### src/trace_cfg.svh
// ##########################################################
// Build settings shared by the trace encoder and testbench
// The record layout assumes TRACE_XLEN stays at 32 (RV32)
// ##########################################################
`ifndef TRACE_CFG_SVH
`define TRACE_CFG_SVH

// Data and address width, one bus word
`define TRACE_XLEN 32

// Records held while the sink is busy
`define TRACE_FIFO_DEPTH 8

// Bus words per trace record
`define TRACE_REC_WORDS 5

// Sink address of record word 0, word k lands at base plus 4k
`define TRACE_BASE_ADDR 32'h1000_0000

`endif

### src/rv_isa_pkg.sv
// ##########################################################
// RV32I/M decode types used by the trace datapath
// Compressed encodings are only recognised, never decoded
// ##########################################################
package rv_isa_pkg;

  // Major opcodes, insn[6:0]
  typedef enum logic [6:0] {
    LOAD     = 7'b000_0011,
    MISC_MEM = 7'b000_1111,
    OP_IMM   = 7'b001_0011,
    AUIPC    = 7'b001_0111,
    STORE    = 7'b010_0011,
    OP       = 7'b011_0011,
    LUI      = 7'b011_0111,
    BRANCH   = 7'b110_0011,
    JALR     = 7'b110_0111,
    JAL      = 7'b110_1111,
    SYSTEM   = 7'b111_0011
  } rv_opcode_e;

  // Instruction class as reported in info[5:0]
  typedef enum logic [5:0] {
    CLS_INVALID    = 6'd0,
    CLS_COMPRESSED = 6'd1,
    CLS_LUI        = 6'd2,
    CLS_AUIPC      = 6'd3,
    CLS_JAL        = 6'd4,
    CLS_JALR       = 6'd5,
    CLS_BRANCH     = 6'd6,
    CLS_LOAD       = 6'd7,
    CLS_STORE      = 6'd8,
    CLS_OPIMM      = 6'd9,
    CLS_SHIFT      = 6'd10,
    CLS_OP         = 6'd11,
    CLS_MULDIV     = 6'd12,
    CLS_CSR        = 6'd13,
    CLS_SYSTEM     = 6'd14,
    CLS_FENCE      = 6'd15
  } insn_class_e;

  // Resources touched by one instruction
  // rs1 sits in bit 0 and mem in bit 3 of the packed value
  typedef struct packed {
    logic mem;
    logic rd;
    logic rs2;
    logic rs1;
  } access_t;

endpackage

### src/trace_pkg.sv
// ##########################################################
// Transport types: retirement input, record, Wishbone req
// Only the RVFI fields the encoder needs are carried
// ##########################################################
`include "trace_cfg.svh"

package trace_pkg;

  // One retirement as seen on the core's RVFI port
  typedef struct packed {
    logic                   valid;
    logic [`TRACE_XLEN-1:0] insn;
    logic [4:0]             rs1_addr;
    logic [4:0]             rs2_addr;
    logic [4:0]             rd_addr;
    logic [`TRACE_XLEN-1:0] pc_rdata;
    logic [`TRACE_XLEN-1:0] pc_wdata;
  } retire_t;

  // Five-word record, sent in declaration order
  // info: [5:0] class, [9:6] mask, [14:10] rd, [19:15] rs1,
  // [24:20] rs2, [25] lost, upper bits zero
  typedef struct packed {
    logic [`TRACE_XLEN-1:0] cycle;
    logic [`TRACE_XLEN-1:0] pc;
    logic [`TRACE_XLEN-1:0] insn;
    logic [`TRACE_XLEN-1:0] operand;
    logic [`TRACE_XLEN-1:0] info;
  } trace_rec_t;

  // Wishbone classic master request
  typedef struct packed {
    logic                     cyc;
    logic                     stb;
    logic                     we;
    logic [`TRACE_XLEN-1:0]   adr;
    logic [`TRACE_XLEN-1:0]   dat;
    logic [`TRACE_XLEN/8-1:0] sel;
  } wb_req_t;

endpackage
### src/insn_decoder.sv
// ##########################################################
// Combinational RV32I/M classifier and access mask
// Compressed and unknown encodings report an empty mask
// ##########################################################
`include "trace_cfg.svh"

module insn_decoder (
  input  logic [`TRACE_XLEN-1:0]  insn,
  output rv_isa_pkg::insn_class_e insn_class,
  output rv_isa_pkg::access_t     access
);
  import rv_isa_pkg::*;

  rv_opcode_e opcode;
  logic [2:0] funct3;
  logic [6:0] funct7;
  logic       sys_plain;

  assign opcode = rv_opcode_e'(insn[6:0]);
  assign funct3 = insn[14:12];
  assign funct7 = insn[31:25];

  // ECALL, EBREAK, MRET, DRET, WFI with rd, rs1 and funct3 all zero
  assign sys_plain = (insn[19:7] == 13'h0) &&
                     (insn[31:20] inside {12'h000, 12'h001, 12'h302, 12'h7b2, 12'h105});

  always_comb begin
    insn_class = CLS_INVALID;
    if (insn[1:0] != 2'b11) begin
      insn_class = CLS_COMPRESSED;
    end else begin
      case (opcode)
        LUI:    insn_class = CLS_LUI;
        AUIPC:  insn_class = CLS_AUIPC;
        JAL:    insn_class = CLS_JAL;
        JALR:   insn_class = (funct3 == 3'b000) ? CLS_JALR : CLS_INVALID;
        BRANCH: insn_class = (funct3[2:1] == 2'b01) ? CLS_INVALID : CLS_BRANCH;
        LOAD: begin
          insn_class = (funct3 inside {3'b011, 3'b110, 3'b111}) ? CLS_INVALID : CLS_LOAD;
        end
        STORE: begin
          insn_class = (funct3[2] || funct3[1:0] == 2'b11) ? CLS_INVALID : CLS_STORE;
        end
        OP_IMM: begin
          if (funct3 == 3'b001) begin
            insn_class = (funct7 == 7'b000_0000) ? CLS_SHIFT : CLS_INVALID;
          end else if (funct3 == 3'b101) begin
            // SRLI or SRAI
            insn_class = (funct7 inside {7'b000_0000, 7'b010_0000}) ? CLS_SHIFT : CLS_INVALID;
          end else begin
            insn_class = CLS_OPIMM;
          end
        end
        OP: begin
          if (funct7 == 7'b000_0001) begin
            insn_class = CLS_MULDIV;
          end else if (funct7 == 7'b000_0000) begin
            insn_class = CLS_OP;
          end else if (funct7 == 7'b010_0000 && funct3 inside {3'b000, 3'b101}) begin
            // SUB and SRA
            insn_class = CLS_OP;
          end
        end
        SYSTEM: begin
          if (funct3 == 3'b000) begin
            insn_class = sys_plain ? CLS_SYSTEM : CLS_INVALID;
          end else if (funct3 != 3'b100) begin
            insn_class = CLS_CSR;
          end
        end
        // FENCE and FENCE.I
        MISC_MEM: insn_class = (funct3[2:1] == 2'b00) ? CLS_FENCE : CLS_INVALID;
        default:  insn_class = CLS_INVALID;
      endcase
    end
  end

  always_comb begin
    access = '0;
    case (insn_class)
      CLS_OP, CLS_MULDIV: begin
        access.rs1 = 1'b1;
        access.rs2 = 1'b1;
        access.rd  = 1'b1;
      end
      CLS_OPIMM, CLS_SHIFT, CLS_JALR: begin
        access.rs1 = 1'b1;
        access.rd  = 1'b1;
      end
      CLS_LUI, CLS_AUIPC, CLS_JAL: access.rd = 1'b1;
      CLS_BRANCH: begin
        access.rs1 = 1'b1;
        access.rs2 = 1'b1;
      end
      CLS_LOAD: begin
        access.rs1 = 1'b1;
        access.rd  = 1'b1;
        access.mem = 1'b1;
      end
      CLS_STORE: begin
        access.rs1 = 1'b1;
        access.rs2 = 1'b1;
        access.mem = 1'b1;
      end
      CLS_CSR: begin
        // Immediate forms carry a uimm in the rs1 field
        access.rd  = 1'b1;
        access.rs1 = !funct3[2];
      end
      default: access = '0;
    endcase
  end

  // Nothing outside the decoded RV32I/M set may claim a resource
  mask_empty_a: assert final (!(insn_class inside {CLS_COMPRESSED, CLS_INVALID}) ||
                              access == '0);

endmodule

### src/operand_resolver.sv
// ##########################################################
// Combinational operand word per instruction class
// LUI/AUIPC give the raw 20-bit field, not shifted
// ##########################################################
`include "trace_cfg.svh"

module operand_resolver (
  input  logic [`TRACE_XLEN-1:0]  insn,
  input  rv_isa_pkg::insn_class_e insn_class,
  input  logic [`TRACE_XLEN-1:0]  pc_rdata,
  input  logic [`TRACE_XLEN-1:0]  pc_wdata,
  output logic [`TRACE_XLEN-1:0]  operand
);
  import rv_isa_pkg::*;

  localparam int xlen = `TRACE_XLEN;

  logic [xlen-1:0] imm_i;
  logic [xlen-1:0] imm_s;
  logic [xlen-1:0] imm_b;

  assign imm_i = {{(xlen-12){insn[31]}}, insn[31:20]};
  assign imm_s = {{(xlen-12){insn[31]}}, insn[31:25], insn[11:7]};
  assign imm_b = {{(xlen-13){insn[31]}}, insn[31], insn[7], insn[30:25], insn[11:8], 1'b0};

  always_comb begin
    case (insn_class)
      CLS_OPIMM, CLS_LOAD, CLS_JALR: operand = imm_i;
      CLS_SHIFT:                     operand = xlen'(insn[24:20]);
      CLS_STORE:                     operand = imm_s;
      CLS_LUI, CLS_AUIPC:            operand = xlen'(insn[31:12]);
      // Jump target is whatever the core retired as next pc
      CLS_JAL:                       operand = pc_wdata;
      // Taken-branch target, independent of the actual outcome
      CLS_BRANCH:                    operand = pc_rdata + imm_b;
      CLS_CSR:                       operand = xlen'(insn[31:20]);
      // Predecessor and successor sets
      CLS_FENCE:                     operand = xlen'(insn[27:20]);
      default:                       operand = '0;
    endcase
  end

endmodule

### src/rvfi_trace_top.sv
// ##########################################################
// RVFI trace encoder top with a Wishbone master toward sink
// No back-pressure to the core; overflow drops and flags
// ##########################################################
`include "trace_cfg.svh"

module rvfi_trace_top (
  input  logic                clk_i,
  input  logic                rst_ni,
  input  trace_pkg::retire_t  rvfi,
  output trace_pkg::wb_req_t  wb,
  input  logic                wb_ack
);
  import rv_isa_pkg::*;
  import trace_pkg::*;

  insn_class_e            insn_class;
  access_t                access;
  logic [`TRACE_XLEN-1:0] operand;
  trace_rec_t             rec;
  logic                   push;
  trace_rec_t             push_rec;
  logic                   pop;
  trace_rec_t             head;
  logic                   empty;
  logic                   full;

  insn_decoder u_decoder (
    .insn       (rvfi.insn),
    .insn_class (insn_class),
    .access     (access)
  );

  operand_resolver u_resolver (
    .insn       (rvfi.insn),
    .insn_class (insn_class),
    .pc_rdata   (rvfi.pc_rdata),
    .pc_wdata   (rvfi.pc_wdata),
    .operand    (operand)
  );

  // Cycle stamp and lost flag are filled in by the controller
  always_comb begin
    rec         = '0;
    rec.pc      = rvfi.pc_rdata;
    rec.insn    = rvfi.insn;
    rec.operand = operand;
    rec.info    = {6'b0, 1'b0, rvfi.rs2_addr, rvfi.rs1_addr, rvfi.rd_addr, access, insn_class};
  end

  trace_ctrl u_ctrl (
    .clk_i    (clk_i),
    .rst_ni   (rst_ni),
    .valid    (rvfi.valid),
    .rec_in   (rec),
    .push     (push),
    .push_rec (push_rec),
    .full     (full),
    .empty    (empty),
    .head     (head),
    .pop      (pop),
    .wb       (wb),
    .wb_ack   (wb_ack)
  );

  trace_fifo u_fifo (
    .clk_i    (clk_i),
    .rst_ni   (rst_ni),
    .push     (push),
    .push_rec (push_rec),
    .pop      (pop),
    .head     (head),
    .empty    (empty),
    .full     (full)
  );

endmodule

### src/trace_ctrl.sv
// ##########################################################
// Stamps, queues and serialises records onto Wishbone
// Single classic writes, cyc drops after every record
// ##########################################################
`include "trace_cfg.svh"

module trace_ctrl (
  input  logic                  clk_i,
  input  logic                  rst_ni,
  input  logic                  valid,
  input  trace_pkg::trace_rec_t rec_in,
  output logic                  push,
  output trace_pkg::trace_rec_t push_rec,
  input  logic                  full,
  input  logic                  empty,
  input  trace_pkg::trace_rec_t head,
  output logic                  pop,
  output trace_pkg::wb_req_t    wb,
  input  logic                  wb_ack
);
  import trace_pkg::*;

  localparam int xlen      = `TRACE_XLEN;
  localparam int rec_words = `TRACE_REC_WORDS;
  localparam int idx_w     = $clog2(rec_words);
  localparam int lost_bit  = 25;

  typedef enum logic [1:0] {
    IDLE,
    SEND,
    GAP
  } state_e;

  state_e           state_q;
  state_e           state_d;
  logic [idx_w-1:0] idx_q;
  logic [idx_w-1:0] idx_d;
  logic [xlen-1:0]  cycle_q;
  logic             lost_q;
  logic             last_word;

  // Free-running count of edges since reset release
  always_ff @(posedge clk_i or negedge rst_ni) begin
    if (!rst_ni) begin
      cycle_q <= '0;
    end else begin
      cycle_q <= cycle_q + 1'b1;
    end
  end

  // Retirements arriving while full are dropped
  assign push = valid && !full;

  always_comb begin
    push_rec                = rec_in;
    push_rec.cycle          = cycle_q;
    push_rec.info[lost_bit] = lost_q;
  end

  // Pending loss until the next record that makes it in
  always_ff @(posedge clk_i or negedge rst_ni) begin
    if (!rst_ni) begin
      lost_q <= 1'b0;
    end else if (valid && full) begin
      lost_q <= 1'b1;
    end else if (push) begin
      lost_q <= 1'b0;
    end
  end

  assign last_word = (idx_q == idx_w'(rec_words - 1));
  assign pop       = (state_q == SEND) && wb_ack && last_word;

  always_comb begin
    state_d = state_q;
    idx_d   = idx_q;
    case (state_q)
      IDLE: begin
        if (!empty) begin
          state_d = SEND;
          idx_d   = '0;
        end
      end
      SEND: begin
        if (wb_ack) begin
          if (last_word) begin
            state_d = GAP;
          end else begin
            idx_d = idx_q + 1'b1;
          end
        end
      end
      default: state_d = IDLE;
    endcase
  end

  always_ff @(posedge clk_i or negedge rst_ni) begin
    if (!rst_ni) begin
      state_q <= IDLE;
      idx_q   <= '0;
    end else begin
      state_q <= state_d;
      idx_q   <= idx_d;
    end
  end

  always_comb begin
    wb.cyc = (state_q == SEND);
    wb.stb = (state_q == SEND);
    wb.we  = 1'b1;
    wb.sel = '1;
    wb.adr = xlen'(`TRACE_BASE_ADDR) + (xlen'(idx_q) << 2);
    case (idx_q)
      3'd0:    wb.dat = head.cycle;
      3'd1:    wb.dat = head.pc;
      3'd2:    wb.dat = head.insn;
      3'd3:    wb.dat = head.operand;
      default: wb.dat = head.info;
    endcase
  end

  // The head record must not move under an outstanding write
  wb_hold_a: assert property (@(posedge clk_i) disable iff (!rst_ni)
    wb.stb && !wb_ack |=> $stable(wb.adr) && $stable(wb.dat));

endmodule

### src/trace_fifo.sv
// ##########################################################
// Circular record buffer of TRACE_FIFO_DEPTH entries
// Caller must not push when full nor pop when empty
// ##########################################################
`include "trace_cfg.svh"

module trace_fifo (
  input  logic                  clk_i,
  input  logic                  rst_ni,
  input  logic                  push,
  input  trace_pkg::trace_rec_t push_rec,
  input  logic                  pop,
  output trace_pkg::trace_rec_t head,
  output logic                  empty,
  output logic                  full
);
  import trace_pkg::*;

  localparam int depth = `TRACE_FIFO_DEPTH;
  localparam int ptr_w = $clog2(depth);
  localparam int cnt_w = $clog2(depth + 1);

  trace_rec_t       mem [depth];
  logic [ptr_w-1:0] wr_ptr_q;
  logic [ptr_w-1:0] rd_ptr_q;
  logic [cnt_w-1:0] count_q;

  // Wrap explicitly so a depth that is not a power of two still works
  function automatic logic [ptr_w-1:0] ptr_inc(input logic [ptr_w-1:0] ptr);
    return (ptr == ptr_w'(depth - 1)) ? '0 : ptr + 1'b1;
  endfunction

  assign head  = mem[rd_ptr_q];
  assign empty = (count_q == '0);
  assign full  = (count_q == cnt_w'(depth));

  always_ff @(posedge clk_i) begin
    if (push) begin
      mem[wr_ptr_q] <= push_rec;
    end
  end

  always_ff @(posedge clk_i or negedge rst_ni) begin
    if (!rst_ni) begin
      wr_ptr_q <= '0;
      rd_ptr_q <= '0;
      count_q  <= '0;
    end else begin
      if (push) begin
        wr_ptr_q <= ptr_inc(wr_ptr_q);
      end
      if (pop) begin
        rd_ptr_q <= ptr_inc(rd_ptr_q);
      end
      case ({push, pop})
        2'b10:   count_q <= count_q + 1'b1;
        2'b01:   count_q <= count_q - 1'b1;
        default: count_q <= count_q;
      endcase
    end
  end

  // Overflow and underflow are the controller's job to prevent
  push_not_full_a: assert property (@(posedge clk_i) disable iff (!rst_ni) push |-> !full);
  pop_not_empty_a: assert property (@(posedge clk_i) disable iff (!rst_ni) pop |-> !empty);

endmodule

### config.mk
export PLATFORM = sky130hd
export DESIGN_NAME = rvfi_trace_top
export DESIGN_NICKNAME = d
export VERILOG_FILES = /design/src/rv_isa_pkg.sv /design/src/trace_pkg.sv /design/src/insn_decoder.sv /design/src/operand_resolver.sv /design/src/rvfi_trace_top.sv /design/src/trace_ctrl.sv /design/src/trace_fifo.sv
export VERILOG_INCLUDE_DIRS = /design/src
export SDC_FILE = /design/constraint.sdc
export NUM_CORES = 1
export LEC_CHECK = 0
export ABC_AREA = 1
export BUFFER_PORTS_ARGS = -buffer_cell sky130_fd_sc_hd__buf_2
export CAP_MARGIN = 20
export CORE_MARGIN = 5
export CORE_UTILIZATION = 41
export CTS_BUF_LIST = sky130_fd_sc_hd__clkbuf_2 sky130_fd_sc_hd__clkbuf_4 sky130_fd_sc_hd__clkbuf_8
export DETAILED_ROUTE_END_ITERATION = 12
export PLACE_DENSITY = 0.58
export REMOVE_ABC_BUFFERS = 1
export SLEW_MARGIN = 40
export SYNTH_ARGS = -nofsm -noshare
export SYNTH_HDL_FRONTEND = slang
export SYNTH_SLANG_ARGS = --single-unit
### constraint.sdc
create_clock -name clk_i -period 11.7 [get_ports clk_i]
set_clock_uncertainty 0.15 [all_clocks]
set_input_delay 0.585 -clock clk_i [delete_from_list [all_inputs] [get_ports clk_i]]
set_output_delay 0.585 -clock clk_i [all_outputs]
set_load 0.01 [all_outputs]
==> results of run 1 <==
[synthesized netlist by cell type, types with 2 or more instances]
| cell type | instances | area (µm²) |
|---|---|---|
| edfxtp_1 | 1216 | 36500 |
| nor2_1 | 1071 | 4020 |
| o21ai_0 | 610 | 3050 |
| nand2_1 | 397 | 1490 |
| o211ai_1 | 246 | 1850 |
| nand3_1 | 232 | 1160 |
| inv_1 | 165 | 619 |
| clkbuf_1 | 139 | 522 |
| buf_4 | 64 | 480 |
| a21oi_1 | 58 | 290 |
| dfrtp_1 | 48 | 1200 |
| buf_2 | 45 | 225 |
| ha_1 | 43 | 538 |
| o21ai_1 | 36 | 180 |
| nor3_1 | 32 | 160 |
| o22ai_1 | 28 | 175 |
| a211oi_1 | 27 | 203 |
| buf_1 | 27 | 101 |
| xor2_1 | 24 | 210 |
| buf_6 | 22 | 248 |
| nand4_1 | 21 | 131 |
| xnor2_1 | 18 | 158 |
| a22oi_1 | 12 | 90.1 |
| o221ai_1 | 8 | 70.1 |
| or2_2 | 8 | 50.1 |
| nor4_1 | 7 | 43.8 |
| and2_1 | 5 | 31.3 |
| o21bai_1 | 5 | 37.5 |
| buf_8 | 3 | 45.0 |
| conb_1 | 2 | 7.51 |
| fa_1 | 2 | 40.0 |
| inv_2 | 2 | 7.51 |
[worst register-to-register path: stages (launching register included)]
cell and delay, ps:
dfrtp_1 390, inv_1 80, a31oi_1 450, inv_1 150, nor2_1 170, inv_1 190
nor2_4 500, buf_16 230, buf_4 620, buf_4 730
[worst max path at each step]
| stage | start | to | slack (ps) | cells after the start |
|---|---|---|---|---|
| 2_1_floorplan | u_fifo.rd_ptr_q[0] | wb[16] | -7000 | 11 |
| 3_3_place_gp | u_fifo.rd_ptr_q[0] | wb[22] | 6900 | 10 |
| 3_5_place_dp | u_fifo.rd_ptr_q[1] | wb[21] | 7050 | 11 |
| 4_1_cts | u_fifo.rd_ptr_q[1] | wb[21] | 6000 | 11 |
| 5_1_grt | u_fifo.rd_ptr_q[1] | wb[21] | 5790 | 11 |
| 6_report | u_fifo.rd_ptr_q[1] | wb[21] | 6120 | 11 |
[power breakdown]
part	switching, mW	internal, mW	total (mW)
clock	1.77	2.12	3.89
combinational	3.39	1.30	4.69
sequential	0.196	5.60	5.79
[sequential cells by signal (all words and copies together) (netlist names)]
name,flops
u_fifo.mem,1216
u_ctrl.cycle_q,32
u_fifo.count_q,4
u_ctrl.idx_q,3
u_fifo.rd_ptr_q,3
u_fifo.wr_ptr_q,3
u_ctrl.state_q,2
u_ctrl.lost_q,1
[kinds of logic (layout without fill, tap and decap cells)]
kind of cell | after synthesis | count (layout)
AND/OR/NAND/NOR | 1778 | 1778
flip-flops | 1264 | 1264
AO/OA/AOI/OAI | 1035 | 1035
buffers and inverters | 469 | 837
adder cells (fa/ha/maj) | 45 | 45
XOR/XNOR | 42 | 42
other | 2 | 43
[layout make-up]
| class | instances | area share, % |
|---|---|---|
| Clock inverter | 73 | 0.933 |
| Multi-Input combinational cell | 2934 | 23.3 |
| Tap cell | 1755 | 3.58 |
| Inverter | 169 | 1.07 |
| Clock buffer | 300 | 5.87 |
| Timing Repair Buffer | 295 | 3.83 |
| Antenna cell | 9 | 0.0367 |
| Sequential cell | 1264 | 61.4 |
[routing by layer]
layer | global-route usage, % | vias to the layer above
li1 | - | 17100
met1 | 31.4 | 18400
met2 | 33.7 | 1401
met3 | 4.23 | 225
met4 | 6.57 | 10
met5 | 0 | -
[through the flow]
stage               setup TNS [ps]  instance area (µm²)  cells  hold slack, ps  util [%]
floorplan                  -225720                52600   4367             139         -
global placement                 0                56100   6323             336      42.7
detailed placement               0                56300   6330             339      42.9
CTS                              0                61400   6789            31.7      46.7
global route                     0                61400   6796            96.9      46.8
finish                           0                61400   6799             117      46.8
==> results.txt, run 1 <==
setup repair bufs after CTS -> 0
H-tree depth -> 4
Skew-Pair Late Insertion Delay -> 910 ps
Post-DRT Antenna Nets -> 0
Final min period -> 5580 ps
Main synth FF type -> edfxtp_1
fmax -> 0.179 GHz
met1 wire length -> 68.6 mm
RR Startpoint -> u_fifo.count_q[2]
FF/Latch Area -> 37700 µm²
PostCTS Resize Cnt -> 0
Longest Clk Path Bufs -> 3
CTS Buf Count -> 205
Peak VDD IR -> 182 µV
core box area -> 131000 µm²
Simple-Gate Fraction of Synth Area -> 13.2%
grt ovf -> 0
hpwl dp -> 88.3 mm
Buf+Inv Stages, Crit Path -> 4
maxcap violations -> 0
most frequent cells in the layout -> edfxtp_1 (1216), nor2_1 (1062), o21ai_0 (607), nand2_1 (397), o211ai_1 (246)
Final Setup Violations -> 0
Worst path top cell family by delay -> buffers and inverters
Syn Inst Count -> 4635
NumNets Final -> 5029
Slew @ Worst Pin -> 907 ps
HP Start -> rvfi[24]
largest net degree at the start of global routing -> 192
WHS Path Cells -> 3
Hold WC Path Type -> in -> reg
final period utilization -> 47.7%
fillers -> 11900
area delta synth->final -> 13.6%
GPL Wtd Cong -> 0.893
count of cell types in the netlist -> 44
Final Power -> 14.4 mW
Hold EP -> u_fifo.mem[4][50]
final WL -> 156 mm
number of port buffers -> 151
Yosys warning count -> 0
worst path arrival time -> 4850 ps
RSZ-0062 raised after global routing -> false
main combinational cell family by area after synthesis -> simple AND/OR/NAND/NOR gates
WL met2 -> 70.8 mm
Starting Density -> 41.2%
Multi-input gate area -> 14300 µm²
crit path cell chain -> buf_4 > buf_4 > buf_4 > nor2_1 > o21ai_0 > o211ai_1 > nand3_1 > nand3_1 > nor2_1 > nor2_1 > buf_2
status -> finished clean
Leak -> 21.5 nW
Worst slew margin -> 39.5%
dpl ws -> 7050 ps
pwr dens -> 234 nW/µm²
initial drt markers -> 4033
CP Class -> reg -> out
fin. max-slew vios -> 0
Total GRT Usage -> 21.8%
Async S/R FF share, synth -> 3.80%
CTS root buf -> clkbuf_8
Reg2Reg Capture Point -> u_fifo.mem[3][6]
clk slew on worst S/H paths -> 60 ps
metal3 WL -> 12.4 mm
commonest non-fill, non-tap cell in the layout -> edfxtp_1
Post-CTS Hold Buffers -> 86
Die W -> 373 µm
worst reg-to-reg path cell count -> 9
Compound-Gate Fraction of Synth Area -> 11.1%
Mean Syn Cell Area -> 11.7 µm²
Reg2Reg Setup Slack -> 7590 ps
Final Hold Fails -> 0
Worst Setup End Kind -> primary output
die area -> 139000 µm²
average vias per placed instance -> 5.45
register area share after synthesis -> 69.8%
drt pass-1 iters -> 6
adder-cell area share of the yosys netlist -> 1.07%
Setup WS post-layout -> 6120 ps
mux cell area share after synthesis -> 0%
CP Launch Type -> flip-flop
crit-path max FO -> 71
via count -> 37100
max layer used -> met5
initial antenna violation count -> 16
clk sink count -> 1264
DRC viols -> 0
first-pass GRT wire length -> 231 mm
Synth Cell Area -> 54100 µm²
DR WL/cell -> 22.9 µm
TritonCTS clock tree -> done
Yosys reg bits -> 1264
Die H -> 373 µm
Critical Path Max Stage Delay -> 710 ps
Post-synth EDFFs -> 1216
slowest stage cell, crit path -> buf_4
vias in the first global route -> 35500
Post-Synth XOR/XNOR Area -> 0.681%
Cell Rows -> 133
share of cells above drive strength 1 -> 11.3%
I/O pin total -> 186
Req. time, crit path -> 10970 ps
Note: power is estimated with default switching activity, not from simulation.
==> run 2, diff against run 1 <==
==> constraint.sdc (replaced) <==
create_clock -name clk_i -period 5.15 [get_ports clk_i]
set_clock_uncertainty 0.15 [all_clocks]
set_input_delay 0.2575 -clock clk_i [delete_from_list [all_inputs] [get_ports clk_i]]
set_output_delay 0.2575 -clock clk_i [all_outputs]
set_load 0.01 [all_outputs]
==> results.txt, run 2 (synthesis gave the netlist of run 1 again) <==
status -> finished clean
grt ovf -> 0 (unchanged)
via count -> 36900 (-0.43%)
number of port buffers -> 151 (unchanged)
RSZ-0062 raised after global routing -> false
Reg2Reg Setup Slack -> 1740 ps (-5850 ps)
Post-DRT Antenna Nets -> 0 (unchanged)
Starting Density -> 41.2% (unchanged)
Req. time, crit path -> 4740 ps (-6230 ps)
CTS root buf -> clkbuf_8
fmax -> 0.228 GHz
Longest Clk Path Bufs -> 3 (unchanged)
I/O pin total -> 186 (unchanged)
final WL -> 154 mm (-1.2%)
Die H -> 373 µm (unchanged)
max reg flops -> 1216 (unchanged)
Final Setup Violations -> 0 (unchanged)
HP Start -> rvfi[70]
DRC viols -> 0 (unchanged)
die area -> 139000 µm² (unchanged)
Final Power -> 32.7 mW (+130%)
drt pass-1 iters -> 8 (+2)
Final Hold Fails -> 0 (unchanged)
Final min period -> 4400 ps
FF/Latch Area -> 37700 µm² (unchanged)
Total GRT Usage -> 21.4% (-0.34 points)
most frequent cells in the layout -> edfxtp_1 (1216), nor2_1 (1062), o21ai_0 (608), nand2_1 (397), o211ai_1 (246)
hpwl dp -> 88.6 mm (+0.38%)
fillers -> 11900 (-0.70%)
Slew @ Worst Pin -> 861 ps (-46.8 ps)
Skew-Pair Late Insertion Delay -> 900 ps (about the same)
Die W -> 373 µm (unchanged)
vias in the first global route -> 35500 (-0.076%)
commonest non-fill, non-tap cell in the layout -> edfxtp_1
core box area -> 131000 µm² (unchanged)
placed instance area -> 56800 µm² (+0.77%)
share of cells above drive strength 1 -> 11.5% (+0.14 points)
Leak -> 21.8 nW (+1.2%)
final period utilization -> 85.3%
pwr dens -> 527 nW/µm² (+130%)
initial antenna violation count -> 10 (-6)
largest net degree at the start of global routing -> 182 (-5.2%)
area delta synth->final -> 14.8%
average vias per placed instance -> 5.39 (-1.2%)
first-pass GRT wire length -> 229 mm (-0.84%)
CTS Buf Count -> 207 (+0.98%)
setup repair bufs after CTS -> 0 (unchanged)
Worst slew margin -> 42.6% (+3.1 points)
GPL Wtd Cong -> 0.922 (+3.2%)
Cell Rows -> 133 (unchanged)
DR WL/cell -> 22.5 µm (-1.9%)
clk slew on worst S/H paths -> 60 ps (about the same)
maxcap violations -> 0 (unchanged)
H-tree depth -> 4 (unchanged)
worst path arrival time -> 3990 ps (-860 ps)
Setup WS post-layout -> 755 ps (-5360 ps)
setup TNS -> 0 ps (unchanged)
Worst Setup End Kind -> primary output
PostCTS Resize Cnt -> 0 (unchanged)
fin. max-slew vios -> 0 (unchanged)
Largest Register -> u_fifo.mem
initial drt markers -> 3659 (-9.3%)
design area -> 62000 µm² (+1.0%)
Largest regs -> u_fifo.mem: 1216 flops, u_ctrl.cycle_q: 32 flops, u_fifo.count_q: 4 flops
Multi-input gate area -> 14300 µm² (about the same)
TritonCTS clock tree -> done
CP Launch Type -> flip-flop
final core utilization -> 47.3% (+0.48 points)
Worst Setup SP -> u_fifo.rd_ptr_q[0]
CP Class -> reg -> out
dpl ws -> 1680 ps (-5370 ps)
RR Startpoint -> u_ctrl.idx_q[0]
crit-path max FO -> 103 (+45%)
clk sink count -> 1264 (unchanged)
NumNets Final -> 5081 (+1.0%)
Hold WC Path Type -> in -> reg
Peak VDD IR -> 600 µV (+230%)
==> run 2: final cells by class <==
type / count / area share [%]
Antenna cell: 7 / 0.0282
Clock inverter: 88 / 0.954
Multi-Input combinational cell: 2934 / 23.0
Inverter: 169 / 1.06
Timing Repair Buffer: 345 / 4.96
Tap cell: 1755 / 3.54
Clock buffer: 288 / 5.64
Sequential cell: 1264 / 60.8
==> run 2: per-stage QoR <==
step	std cells	hold WS (ps)
finish	6850	56.9
floorplan	4367	-188
detailed placement	6349	287
global placement	6342	289
CTS	6842	0.705
global route	6847	25.7
==> run 2: timing repair <==
| action | CTS | global route |
|---|---|---|
| setup endpoints to repair | 0 | 0 |
| hold buffers | 117 | 1 |
| hold endpoints to repair | 877 | 8 |
==> run 2: critical path, cell delays in order, from the launching register on <==
cell	delay (ps)
dfrtp_4	860
buf_12	470
buf_4	550
nor2_1	100
nor2_1	90
o21ai_0	110
o211ai_1	140
nand3_1	120
nand3_1	130
nor2_1	50
nor2_1	180
buf_2	170
==> run 2: report_power, final <==
part	leakage [nW]	internal (mW)	switching, mW
clock	2.16	4.62	4.02
combinational	7.79	3.14	7.79
sequential	11.8	12.7	0.430
total	21.8	20.5	12.2
==> run 2: path summary, 6_finish.rpt <==
path | to | cells past startpoint
min in group asynchronous | u_fifo.wr_ptr_q[0] | 4
worst min register to register | u_fifo.count_q[0] | 1
worst max-delay path | wb[5] | 11
worst min-delay path | u_fifo.mem[6][21] | 2
max in group asynchronous | u_fifo.rd_ptr_q[1] | 4
worst max register to register | u_fifo.count_q[3] | 14
==> run 2: routing by layer <==
metal	wire length [µm]	GRT usage, %
met4	2670	4.92
met3	11300	3.75
met2	71500	34.3
met1	68300	30.8
met5	27	0
